[config.mk]
export PLATFORM = sky130hd
export DESIGN_NAME = conv_core_top
export DESIGN_NICKNAME = d
export VERILOG_FILES = /design/src/logic/fp16_pkg.sv /design/src/logic/axil_pkg.sv /design/src/logic/fp16_mult_add.sv /design/src/logic/conv_para_scale.sv /design/src/logic/conv_csr_axil.sv /design/src/logic/conv_core_top.sv
export VERILOG_INCLUDE_DIRS = /design/src /design/src/logic
export SDC_FILE = /design/constraint.sdc
export NUM_CORES = 2
export LEC_CHECK = 0
export ABC_CLOCK_PERIOD_IN_PS = 10600
export BUFFER_PORTS_ARGS = -buffer_cell sky130_fd_sc_hd__clkbuf_2
export CORE_AREA = 2 2 365 223
export CTS_CLUSTER_DIAMETER = 150
export DETAILED_ROUTE_END_ITERATION = 6
export DIE_AREA = 0 0 367 225
export GPL_TIMING_DRIVEN = 0
export HOLD_SLACK_MARGIN = 0.12
export MAX_ROUTING_LAYER = met4
export PLACE_DENSITY = 0.75
export SYNTH_ARGS = -nofsm -noshare
export SYNTH_HDL_FRONTEND = slang
export SYNTH_SLANG_ARGS = --single-unit
[constraint.sdc]
create_clock -name clk -period 10.6 [get_ports clk]
set_input_delay 3.18 -clock clk [delete_from_list [all_inputs] [get_ports clk]]
set_output_delay 3.18 -clock clk [all_outputs]
set_load 0.01 [all_outputs]
[src/logic/conv_cfg.svh]
`ifndef CONV_CFG_SVH
`define CONV_CFG_SVH

// tile geometry, lane index is row * CONV_PARA_Y + column
`define CONV_PARA_X 2
`define CONV_PARA_Y 2

`define CONV_DATA_WIDTH 16 // float16 words

// kernel size range and the beat counter that covers K*K
`define CONV_KERNEL_MAX 5
`define CONV_KSIZE_WIDTH 3
`define CONV_COUNT_WIDTH 5

// register map of the AXI4-Lite slave
`define CONV_REG_KSIZE 4'h0
`define CONV_REG_DONE_CNT 4'h4

`endif

[src/logic/fp16_pkg.sv]
`include "conv_cfg.svh"

package fp16_pkg;

	localparam int LANES = `CONV_PARA_X * `CONV_PARA_Y;
	localparam int MANT_W = `CONV_DATA_WIDTH - 6; // sign and 5-bit exponent take the rest

	typedef struct packed {
		logic              sign;
		logic [4:0]        exp;  // bias 15, zero means zero
		logic [MANT_W-1:0] mant;
	} fp16_t;

	// lane i sits at row i / CONV_PARA_Y, column i % CONV_PARA_Y
	typedef fp16_t [LANES-1:0] pixel_tile_t;

	// one accepted beat of the data path
	typedef struct packed {
		logic        valid;
		pixel_tile_t tile;
		fp16_t       weight; // shared by every lane
	} conv_beat_t;

	typedef struct packed {
		logic        valid; // one cycle per finished window
		pixel_tile_t tile;
	} conv_result_t;

endpackage

[src/logic/axil_pkg.sv]
package axil_pkg;

	localparam int ADDR_W = 4;
	localparam int DATA_W = 32;

	typedef enum logic [1:0] {
		AXIL_OKAY   = 2'b00,
		AXIL_SLVERR = 2'b10
	} axil_resp_e;

	typedef struct packed {
		logic              valid;
		logic [ADDR_W-1:0] addr;
	} axil_aw_t;

	typedef struct packed {
		logic              valid;
		logic [DATA_W-1:0] data;
	} axil_w_t;

	typedef struct packed {
		logic       valid;
		axil_resp_e resp;
	} axil_b_t;

	typedef struct packed {
		logic              valid;
		logic [ADDR_W-1:0] addr;
	} axil_ar_t;

	typedef struct packed {
		logic              valid;
		logic [DATA_W-1:0] data;
		axil_resp_e        resp;
	} axil_r_t;

endpackage

[src/logic/fp16_mult_add.sv]
`timescale 1ns/1ps

module fp16_mult_add (
	input  logic            clk,
	input  logic            rst,
	input  logic            beat_valid,
	input  logic            first,
	input  fp16_pkg::fp16_t a,
	input  fp16_pkg::fp16_t b,
	input  logic            last,
	output logic            sum_valid,
	output fp16_pkg::fp16_t sum
);
	import fp16_pkg::*;

	logic [21:0]       sig_prod;
	logic signed [7:0] prod_exp;
	fp16_t             prod_next;
	fp16_t             prod_q;     // stage 1 product
	logic              prod_valid;
	logic              prod_first;
	logic              prod_last;
	fp16_t             acc;
	fp16_t             hi_op;
	fp16_t             lo_op;
	logic [13:0]       hi_ext;     // hidden bit, 10 mantissa bits, guard/round/sticky
	logic [13:0]       lo_ext;
	logic [13:0]       lo_sh;
	logic [4:0]        exp_diff;
	logic              sticky;
	logic [14:0]       raw;
	logic [14:0]       norm;
	logic [3:0]        lead;
	logic [3:0]        lshift;
	logic signed [6:0] sum_exp;
	fp16_t             add_out;

	// stage 1 multiply, truncated
	always_comb begin
		sig_prod = {1'b1, a.mant} * {1'b1, b.mant};
		prod_exp = $signed({3'b000, a.exp}) + $signed({3'b000, b.exp})
			+ $signed({7'd0, sig_prod[21]}) - 8'sd15;
		prod_next.sign = a.sign ^ b.sign;
		prod_next.exp  = prod_exp[4:0];
		prod_next.mant = sig_prod[21] ? sig_prod[20:11] : sig_prod[19:10];
		if (a.exp == 5'd0 || b.exp == 5'd0 || prod_exp <= 8'sd0) begin
			prod_next.exp  = '0; // zero, subnormal or underflow
			prod_next.mant = '0;
		end else if (prod_exp >= 8'sd31) begin
			prod_next.exp  = 5'd30; // largest finite, as truncation would give
			prod_next.mant = '1;
		end
	end

	always_ff @(posedge clk or negedge rst) begin
		if (!rst) begin
			prod_valid <= 1'b0;
		end else begin
			prod_valid <= beat_valid;
		end
	end

	always_ff @(posedge clk) begin
		if (beat_valid) begin
			prod_q     <= prod_next;
			prod_first <= first;
			prod_last  <= last;
		end
	end

	// stage 2 aligned add of product and accumulator
	always_comb begin
		hi_op    = ({acc.exp, acc.mant} >= {prod_q.exp, prod_q.mant}) ? acc : prod_q;
		lo_op    = ({acc.exp, acc.mant} >= {prod_q.exp, prod_q.mant}) ? prod_q : acc;
		hi_ext   = (hi_op.exp == 5'd0) ? '0 : {1'b1, hi_op.mant, 3'b000};
		lo_ext   = (lo_op.exp == 5'd0) ? '0 : {1'b1, lo_op.mant, 3'b000};
		exp_diff = hi_op.exp - lo_op.exp;
		lo_sh    = lo_ext >> exp_diff;
		sticky   = |(lo_ext & ~(14'h3fff << exp_diff)); // bits shifted out
		if (hi_op.sign == lo_op.sign) begin
			raw = {1'b0, hi_ext} + {1'b0, lo_sh};
		end else begin
			raw = {1'b0, hi_ext} - {1'b0, lo_sh[13:1], lo_sh[0] | sticky};
		end

		lead = 4'd0;
		for (int i = 0; i < 15; i++) begin
			if (raw[i]) begin
				lead = 4'(i);
			end
		end
		lshift = 4'd13 - lead;
		if (raw[14]) begin // carry out of the add
			norm    = raw >> 1;
			sum_exp = $signed({2'b00, hi_op.exp}) + 7'sd1;
		end else begin
			norm    = raw << lshift;
			sum_exp = $signed({2'b00, hi_op.exp}) - $signed({3'b000, lshift});
		end

		add_out.sign = hi_op.sign;
		add_out.exp  = sum_exp[4:0];
		add_out.mant = norm[12:3];
		if (raw == '0) begin
			add_out      = '0;
			add_out.sign = hi_op.sign & lo_op.sign; // cancellation gives +0
		end else if (sum_exp <= 7'sd0) begin
			add_out.exp  = '0;
			add_out.mant = '0;
		end else if (sum_exp >= 7'sd31) begin
			add_out.exp  = 5'd30;
			add_out.mant = '1;
		end
	end

	always_ff @(posedge clk) begin
		if (prod_valid) begin
			acc <= prod_first ? prod_q : add_out; // first beat starts a fresh window
		end
	end

	always_ff @(posedge clk or negedge rst) begin
		if (!rst) begin
			sum_valid <= 1'b0;
		end else begin
			sum_valid <= prod_valid & prod_last;
		end
	end

	assign sum = acc;

endmodule

[src/logic/conv_para_scale.sv]
`timescale 1ns/1ps

`include "conv_cfg.svh"

module conv_para_scale (
	input  logic                         clk,
	input  logic                         rst,
	input  fp16_pkg::conv_beat_t         beat,
	input  logic [`CONV_KSIZE_WIDTH-1:0] ksize,
	output fp16_pkg::conv_result_t       result,
	output logic                         window_done
);
	import fp16_pkg::*;

	logic [`CONV_COUNT_WIDTH-1:0]   beat_cnt;  // beats taken in the open window
	logic [`CONV_COUNT_WIDTH-1:0]   win_len;   // K*K latched at the first beat
	logic [2*`CONV_KSIZE_WIDTH-1:0] ksize_sq;
	logic [`CONV_COUNT_WIDTH-1:0]   cur_len;
	logic                           first;
	logic                           last;
	logic [LANES-1:0]               lane_valid;
	pixel_tile_t                    lane_sum;
	logic                           res_valid;
	pixel_tile_t                    res_tile;

	assign ksize_sq = ksize * ksize;

	// the first beat uses the live register, later beats the latched length
	assign first   = beat.valid && (beat_cnt == '0);
	assign cur_len = (beat_cnt == '0) ? ksize_sq[`CONV_COUNT_WIDTH-1:0] : win_len;
	assign last    = beat.valid && (beat_cnt + 1'b1 == cur_len);

	always_ff @(posedge clk or negedge rst) begin
		if (!rst) begin
			beat_cnt <= '0;
			win_len  <= '0;
		end else if (beat.valid) begin
			if (first) begin
				win_len <= cur_len;
			end
			beat_cnt <= last ? '0 : beat_cnt + 1'b1; // next beat may open a new window
		end
	end

	for (genvar i = 0; i < LANES; i++) begin : g_lane
		fp16_mult_add u_lane (
			.clk        (clk),
			.rst        (rst),
			.beat_valid (beat.valid),
			.first      (first),
			.a          (beat.tile[i]),
			.b          (beat.weight),
			.last       (last),
			.sum_valid  (lane_valid[i]),
			.sum        (lane_sum[i])
		);
	end

	// all lanes finish together, two cycles after the closing beat
	always_ff @(posedge clk or negedge rst) begin
		if (!rst) begin
			res_valid <= 1'b0;
		end else begin
			res_valid <= &lane_valid;
		end
	end

	always_ff @(posedge clk) begin
		if (&lane_valid) begin
			res_tile <= lane_sum; // held until the next window closes
		end
	end

	assign result.valid = res_valid;
	assign result.tile  = res_tile;
	assign window_done  = res_valid;

endmodule

[src/logic/conv_csr_axil.sv]
`timescale 1ns/1ps

`include "conv_cfg.svh"

module conv_csr_axil (
	input  logic                         clk,
	input  logic                         rst,
	input  axil_pkg::axil_aw_t           aw,
	output logic                         awready,
	input  axil_pkg::axil_w_t            w,
	output logic                         wready,
	output axil_pkg::axil_b_t            b,
	input  logic                         bready,
	input  axil_pkg::axil_ar_t           ar,
	output logic                         arready,
	output axil_pkg::axil_r_t            r,
	input  logic                         rready,
	input  logic                         window_done,
	output logic [`CONV_KSIZE_WIDTH-1:0] ksize
);
	import axil_pkg::*;

	localparam logic [`CONV_KSIZE_WIDTH-1:0] KSIZE_RST = 3;

	logic              bvalid_q;
	axil_resp_e        bresp_q;
	logic              rvalid_q;
	logic [DATA_W-1:0] rdata_q;
	axil_resp_e        rresp_q;
	logic [DATA_W-1:0] done_cnt; // completed windows, wraps
	logic              wr_ok;
	logic [DATA_W-1:0] rdata_d;
	axil_resp_e        rresp_d;

	// only the kernel-size register is writable, and only within 1..K max
	assign wr_ok = (aw.addr == `CONV_REG_KSIZE) && (w.data != '0)
		&& (w.data <= `CONV_KERNEL_MAX);

	always_ff @(posedge clk or negedge rst) begin
		if (!rst) begin
			awready  <= 1'b0;
			wready   <= 1'b0;
			bvalid_q <= 1'b0;
			ksize    <= KSIZE_RST;
		end else begin
			awready <= aw.valid && w.valid && !awready && !bvalid_q;
			wready  <= aw.valid && w.valid && !awready && !bvalid_q;
			if (awready) begin // aw and w both transfer this cycle
				bvalid_q <= 1'b1;
				if (wr_ok) begin
					ksize <= w.data[`CONV_KSIZE_WIDTH-1:0];
				end
			end else if (bvalid_q && bready) begin
				bvalid_q <= 1'b0;
			end
		end
	end

	always_ff @(posedge clk) begin
		if (awready) begin
			bresp_q <= wr_ok ? AXIL_OKAY : AXIL_SLVERR;
		end
	end

	always_comb begin
		rdata_d = '0;
		rresp_d = AXIL_OKAY;
		case (ar.addr)
			`CONV_REG_KSIZE:    rdata_d = {{(DATA_W-`CONV_KSIZE_WIDTH){1'b0}}, ksize};
			`CONV_REG_DONE_CNT: rdata_d = done_cnt;
			default:            rresp_d = AXIL_SLVERR;
		endcase
	end

	assign arready = !rvalid_q; // one read outstanding at most

	always_ff @(posedge clk or negedge rst) begin
		if (!rst) begin
			rvalid_q <= 1'b0;
			done_cnt <= '0;
		end else begin
			if (ar.valid && arready) begin
				rvalid_q <= 1'b1;
			end else if (rready) begin
				rvalid_q <= 1'b0;
			end
			if (window_done) begin
				done_cnt <= done_cnt + 1'b1;
			end
		end
	end

	always_ff @(posedge clk) begin
		if (ar.valid && arready) begin
			rdata_q <= rdata_d;
			rresp_q <= rresp_d;
		end
	end

	assign b.valid = bvalid_q;
	assign b.resp  = bresp_q;
	assign r.valid = rvalid_q;
	assign r.data  = rdata_q;
	assign r.resp  = rresp_q;

endmodule

[src/logic/conv_core_top.sv]
`timescale 1ns/1ps

`include "conv_cfg.svh"

module conv_core_top (
	input  logic                   clk,
	input  logic                   rst,
	input  fp16_pkg::conv_beat_t   beat,
	output fp16_pkg::conv_result_t result,
	input  axil_pkg::axil_aw_t     aw,
	output logic                   awready,
	input  axil_pkg::axil_w_t      w,
	output logic                   wready,
	output axil_pkg::axil_b_t      b,
	input  logic                   bready,
	input  axil_pkg::axil_ar_t     ar,
	output logic                   arready,
	output axil_pkg::axil_r_t      r,
	input  logic                   rready
);

	logic [`CONV_KSIZE_WIDTH-1:0] ksize;       // sampled at each window start
	logic                         window_done;

	// configuration side
	conv_csr_axil u_csr (
		.clk         (clk),
		.rst         (rst),
		.aw          (aw),
		.awready     (awready),
		.w           (w),
		.wready      (wready),
		.b           (b),
		.bready      (bready),
		.ar          (ar),
		.arready     (arready),
		.r           (r),
		.rready      (rready),
		.window_done (window_done),
		.ksize       (ksize)
	);

	conv_para_scale u_scale (
		.clk         (clk),
		.rst         (rst),
		.beat        (beat),
		.ksize       (ksize),
		.result      (result),
		.window_done (window_done)
	);

endmodule

==> qor.yml <==
critical_path:
  r2r_slack_ps: 150
  critPathMaxStageDelay_ps: 540
  timing.rr.end: "u_scale.g_lane[0].u_lane.sum[2]"
  critPathMaxFanout: 6
  crit_required_ps: 11020
  end_kind: "flop"
  cp_slowest_cell: "fa_1"
  crit_end: "u_scale.g_lane[3].u_lane.prod_q[3]"
  crit_path_start: "beat[3]"
  cp-start-kind: "input pin"
  r2r-start: "u_scale.g_lane[0].u_lane.prod_q[7]"
  crit_arrival_ps: 10940
  criticalPathCategory: "input pin to flop"
  r2r_cells: 53
  cp_common_cell: "fa_1"
logic_synthesis:
  ys_ff_latch: 279
  postSynth.asyncResetShare_pct: 18.3
  synthesis.area_sq_um: 43200
  synth_top_area_cell: "edfxtp_1"
  synth_ff_type: "edfxtp_1"
  yosys-top-cells-area: "edfxtp_1 16%, fa_1 15%, ha_1 12%, inv_1 5.6%, nand2_1 4.8%"
  ys_warn_count: 0
  synthDistinctLibCells: 117
  synth_area_per_cell_sq_um: 8.52
  synth_cells: 5072
  synth_top_area_share_pct: 15.8
  synth_edf_count: 228
  yosysSeqAreaShare_pct: 18.8
route:
  routedWlPerCell_um: 22.8
  ant_nets: 0
  vias: 41800
  drt_wl_total_mm: 153
  dr.pass1.iters: 6
  drtIter0Drc: 5273
  drc_errors: 0
  vias_per_cell: 6.22
flow_run:
  maxCapViolCount: 0
place:
  placed_cells: 6373
  portBuffers: 231
  routabilityCongestion: 1.04
  dp.final_hpwl_mm: 117
sta:
  hold_viol_final: 0
  finalSetupViolCount: 0
  final-max-slew-violation-count: 0
  skew_ps: 20.7
  period_minus_slack_ps: 10520
  worst_slew_pin_slew_ps: 1430
  rsz0062_at_grt: "yes"
  fin_crit_sh_pct: 99.2
  max_slew_margin_pct: 3.20
  fmax_ghz: 0.0951
die:
  row_count: 80
  dieArea_sq_um: 82600
  core_region_area_sq_um: 78900
  start_util_pct: 54.8
  chipWidth_um: 367
  die_y_um: 225
  ios: 234
cts:
  insertion_delay_ps: 580
  ctsHoldBuffers: 0
  clk_pin_slew_ps: 60
  cts_tree: "built"
  clkSinkCount: 279
  ctsRootBufferMaster: "clkbuf_16"
  cts_buffers: 35
  cts_max_level: 2
  cts_buffer_depth: 3
final_layout:
  layout_commonest_cell: "inv_1"
  layout_common_cells: "606 x inv_1, 518 x nand2_1, 369 x ha_1"
  syn_to_final_growth_pct: 21.9
  final_cells: 6713
  final_nets: 6473
  num-fill-cells: 6489
  drive_gt1_share_pct: 22.7
grt:
  gr-total-overflow: 0
  grt_pass1_wl_mm: 232
  antenna_found_initial: 6
  first_global_vias: 39000
  grt_max_degree: 62
  grt_use_total_pct: 37.2
status:
  status: "finished, final reports clean"
min_path:
  min_path_type: "flop to flop"
[per-stage QoR]
step	setup slack (ps)	hold slack [ps]	area, sq um	setup TNS, ps	util [%]
finish	84.0	452	52700	0	66.8
global route	-184	463	52700	-6650	66.8
CTS	0.375	451	49900	0	63.3
detailed placement	-3900	443	46300	-241600	58.7
global placement	-3850	439	46200	-231880	58.6
floorplan	0.251	431	43700	0	-
[worst min path at each step]
stage                                       startpoint                            endpoint  cells after the start
floorplan                               u_csr.bvalid_q                       u_csr.awready                      1
global placement    u_scale.g_lane[0].u_lane.prod_last  u_scale.g_lane[1].u_lane.sum_valid                      1
detailed placement  u_scale.g_lane[0].u_lane.prod_last  u_scale.g_lane[1].u_lane.sum_valid                      1
CTS                                               flop                  u_scale.result[31]                      0
global route                                      flop                  u_scale.result[31]                      0
finish              u_scale.g_lane[0].u_lane.prod_last  u_scale.g_lane[1].u_lane.sum_valid                      1
[cell families after synthesis]
group / count (synthesis) / synth area share [%]
simple gates: 1641 / 18.9
compound gates: 1103 / 17.0
buf+inv: 885 / 7.93
fa+ha+maj: 741 / 27.1
flops: 279 / 18.8
mux: 221 / 6.09
xor+xnor: 201 / 4.19
other cells: 1 / 0.00867
[worst max-delay path: cells and delay by family]
family,cells,cell delay [ps]
AOI/OAI and AO/OA,12,2600
adders and majority gates,9,3570
xor gates and xnor gates,2,360
buffers and inverters,10,930
and+or+nand+nor,3,270
[registers in the layout, indices dropped and copies added (netlist names), named ones only]
name	cells
u_csr.awready	1
u_csr.bresp_q	1
u_csr.bvalid_q	1
u_csr.done_cnt	32
u_csr.ksize	3
u_csr.rdata_q	32
u_csr.rresp_q	1
u_csr.rvalid_q	1
u_scale.beat_cnt	5
u_scale.g_lane.u_lane.prod_first	1
u_scale.g_lane.u_lane.prod_last	1
u_scale.g_lane.u_lane.prod_q	64
u_scale.g_lane.u_lane.prod_valid	1
u_scale.g_lane.u_lane.sum	60
u_scale.g_lane.u_lane.sum_valid	1
u_scale.result	64
u_scale.win_len	5
u_scale.window_done	1
[metal layers]
metal	share of wire, %	GRT usage (%)
met3	15	13.4
met4	2.3	7.77
met1	44	55.4
met2	38	47.1
met5	0	-
[synth_stat cells (all sizes together), types with 16 or more instances]
| library cell | count |
|---|---|
| nor2b | 38 |
| and2 | 299 |
| fa | 328 |
| nand3 | 96 |
| nor3 | 94 |
| ha | 408 |
| a31oi | 43 |
| edfxtp | 228 |
| a211oi | 27 |
| o311ai | 18 |
| a22oi | 19 |
| buf | 67 |
| or2 | 28 |
| o211ai | 34 |
| mux2 | 47 |
| dfrtp | 49 |
| a32oi | 16 |
| o21ai | 217 |
| xor2 | 69 |
| inv | 646 |
| nand2 | 554 |
| nor2 | 279 |
| mux2i | 145 |
| or3 | 23 |
| a21o | 74 |
| a21oi | 335 |
| clkbuf | 167 |
| o221ai | 20 |
| o22ai | 39 |
| nand4 | 44 |
| a21boi | 21 |
| o31ai | 21 |
| mux4 | 29 |
| nand2b | 32 |
| nor4 | 46 |
| o21a | 29 |
| xnor2 | 132 |
| and3 | 45 |
[layout make-up]
cell class	count	area, sq um	area share [%]
clock buffers	43	906	1.72
flip-flops and latches	279	8130	15.4
multi-input cells	3909	34100	64.7
plain buffers	198	1710	3.24
repair buffers	535	3840	7.28
diodes	11	27.5	0.0522
inverters	651	2460	4.67
clock inverters	21	218	0.413
well taps	1066	1330	2.53
[repair_timing]
item,in CTS,in global routing
pin swaps,91,182
setup buffers,142,150
gates cloned,0,8
gates resized for setup,382,457
setup endpoints to repair,126,117
Power is left out: the tool's default activity adds up to more than one toggle a clock period on the data nets, which glitch-free logic cannot reach.
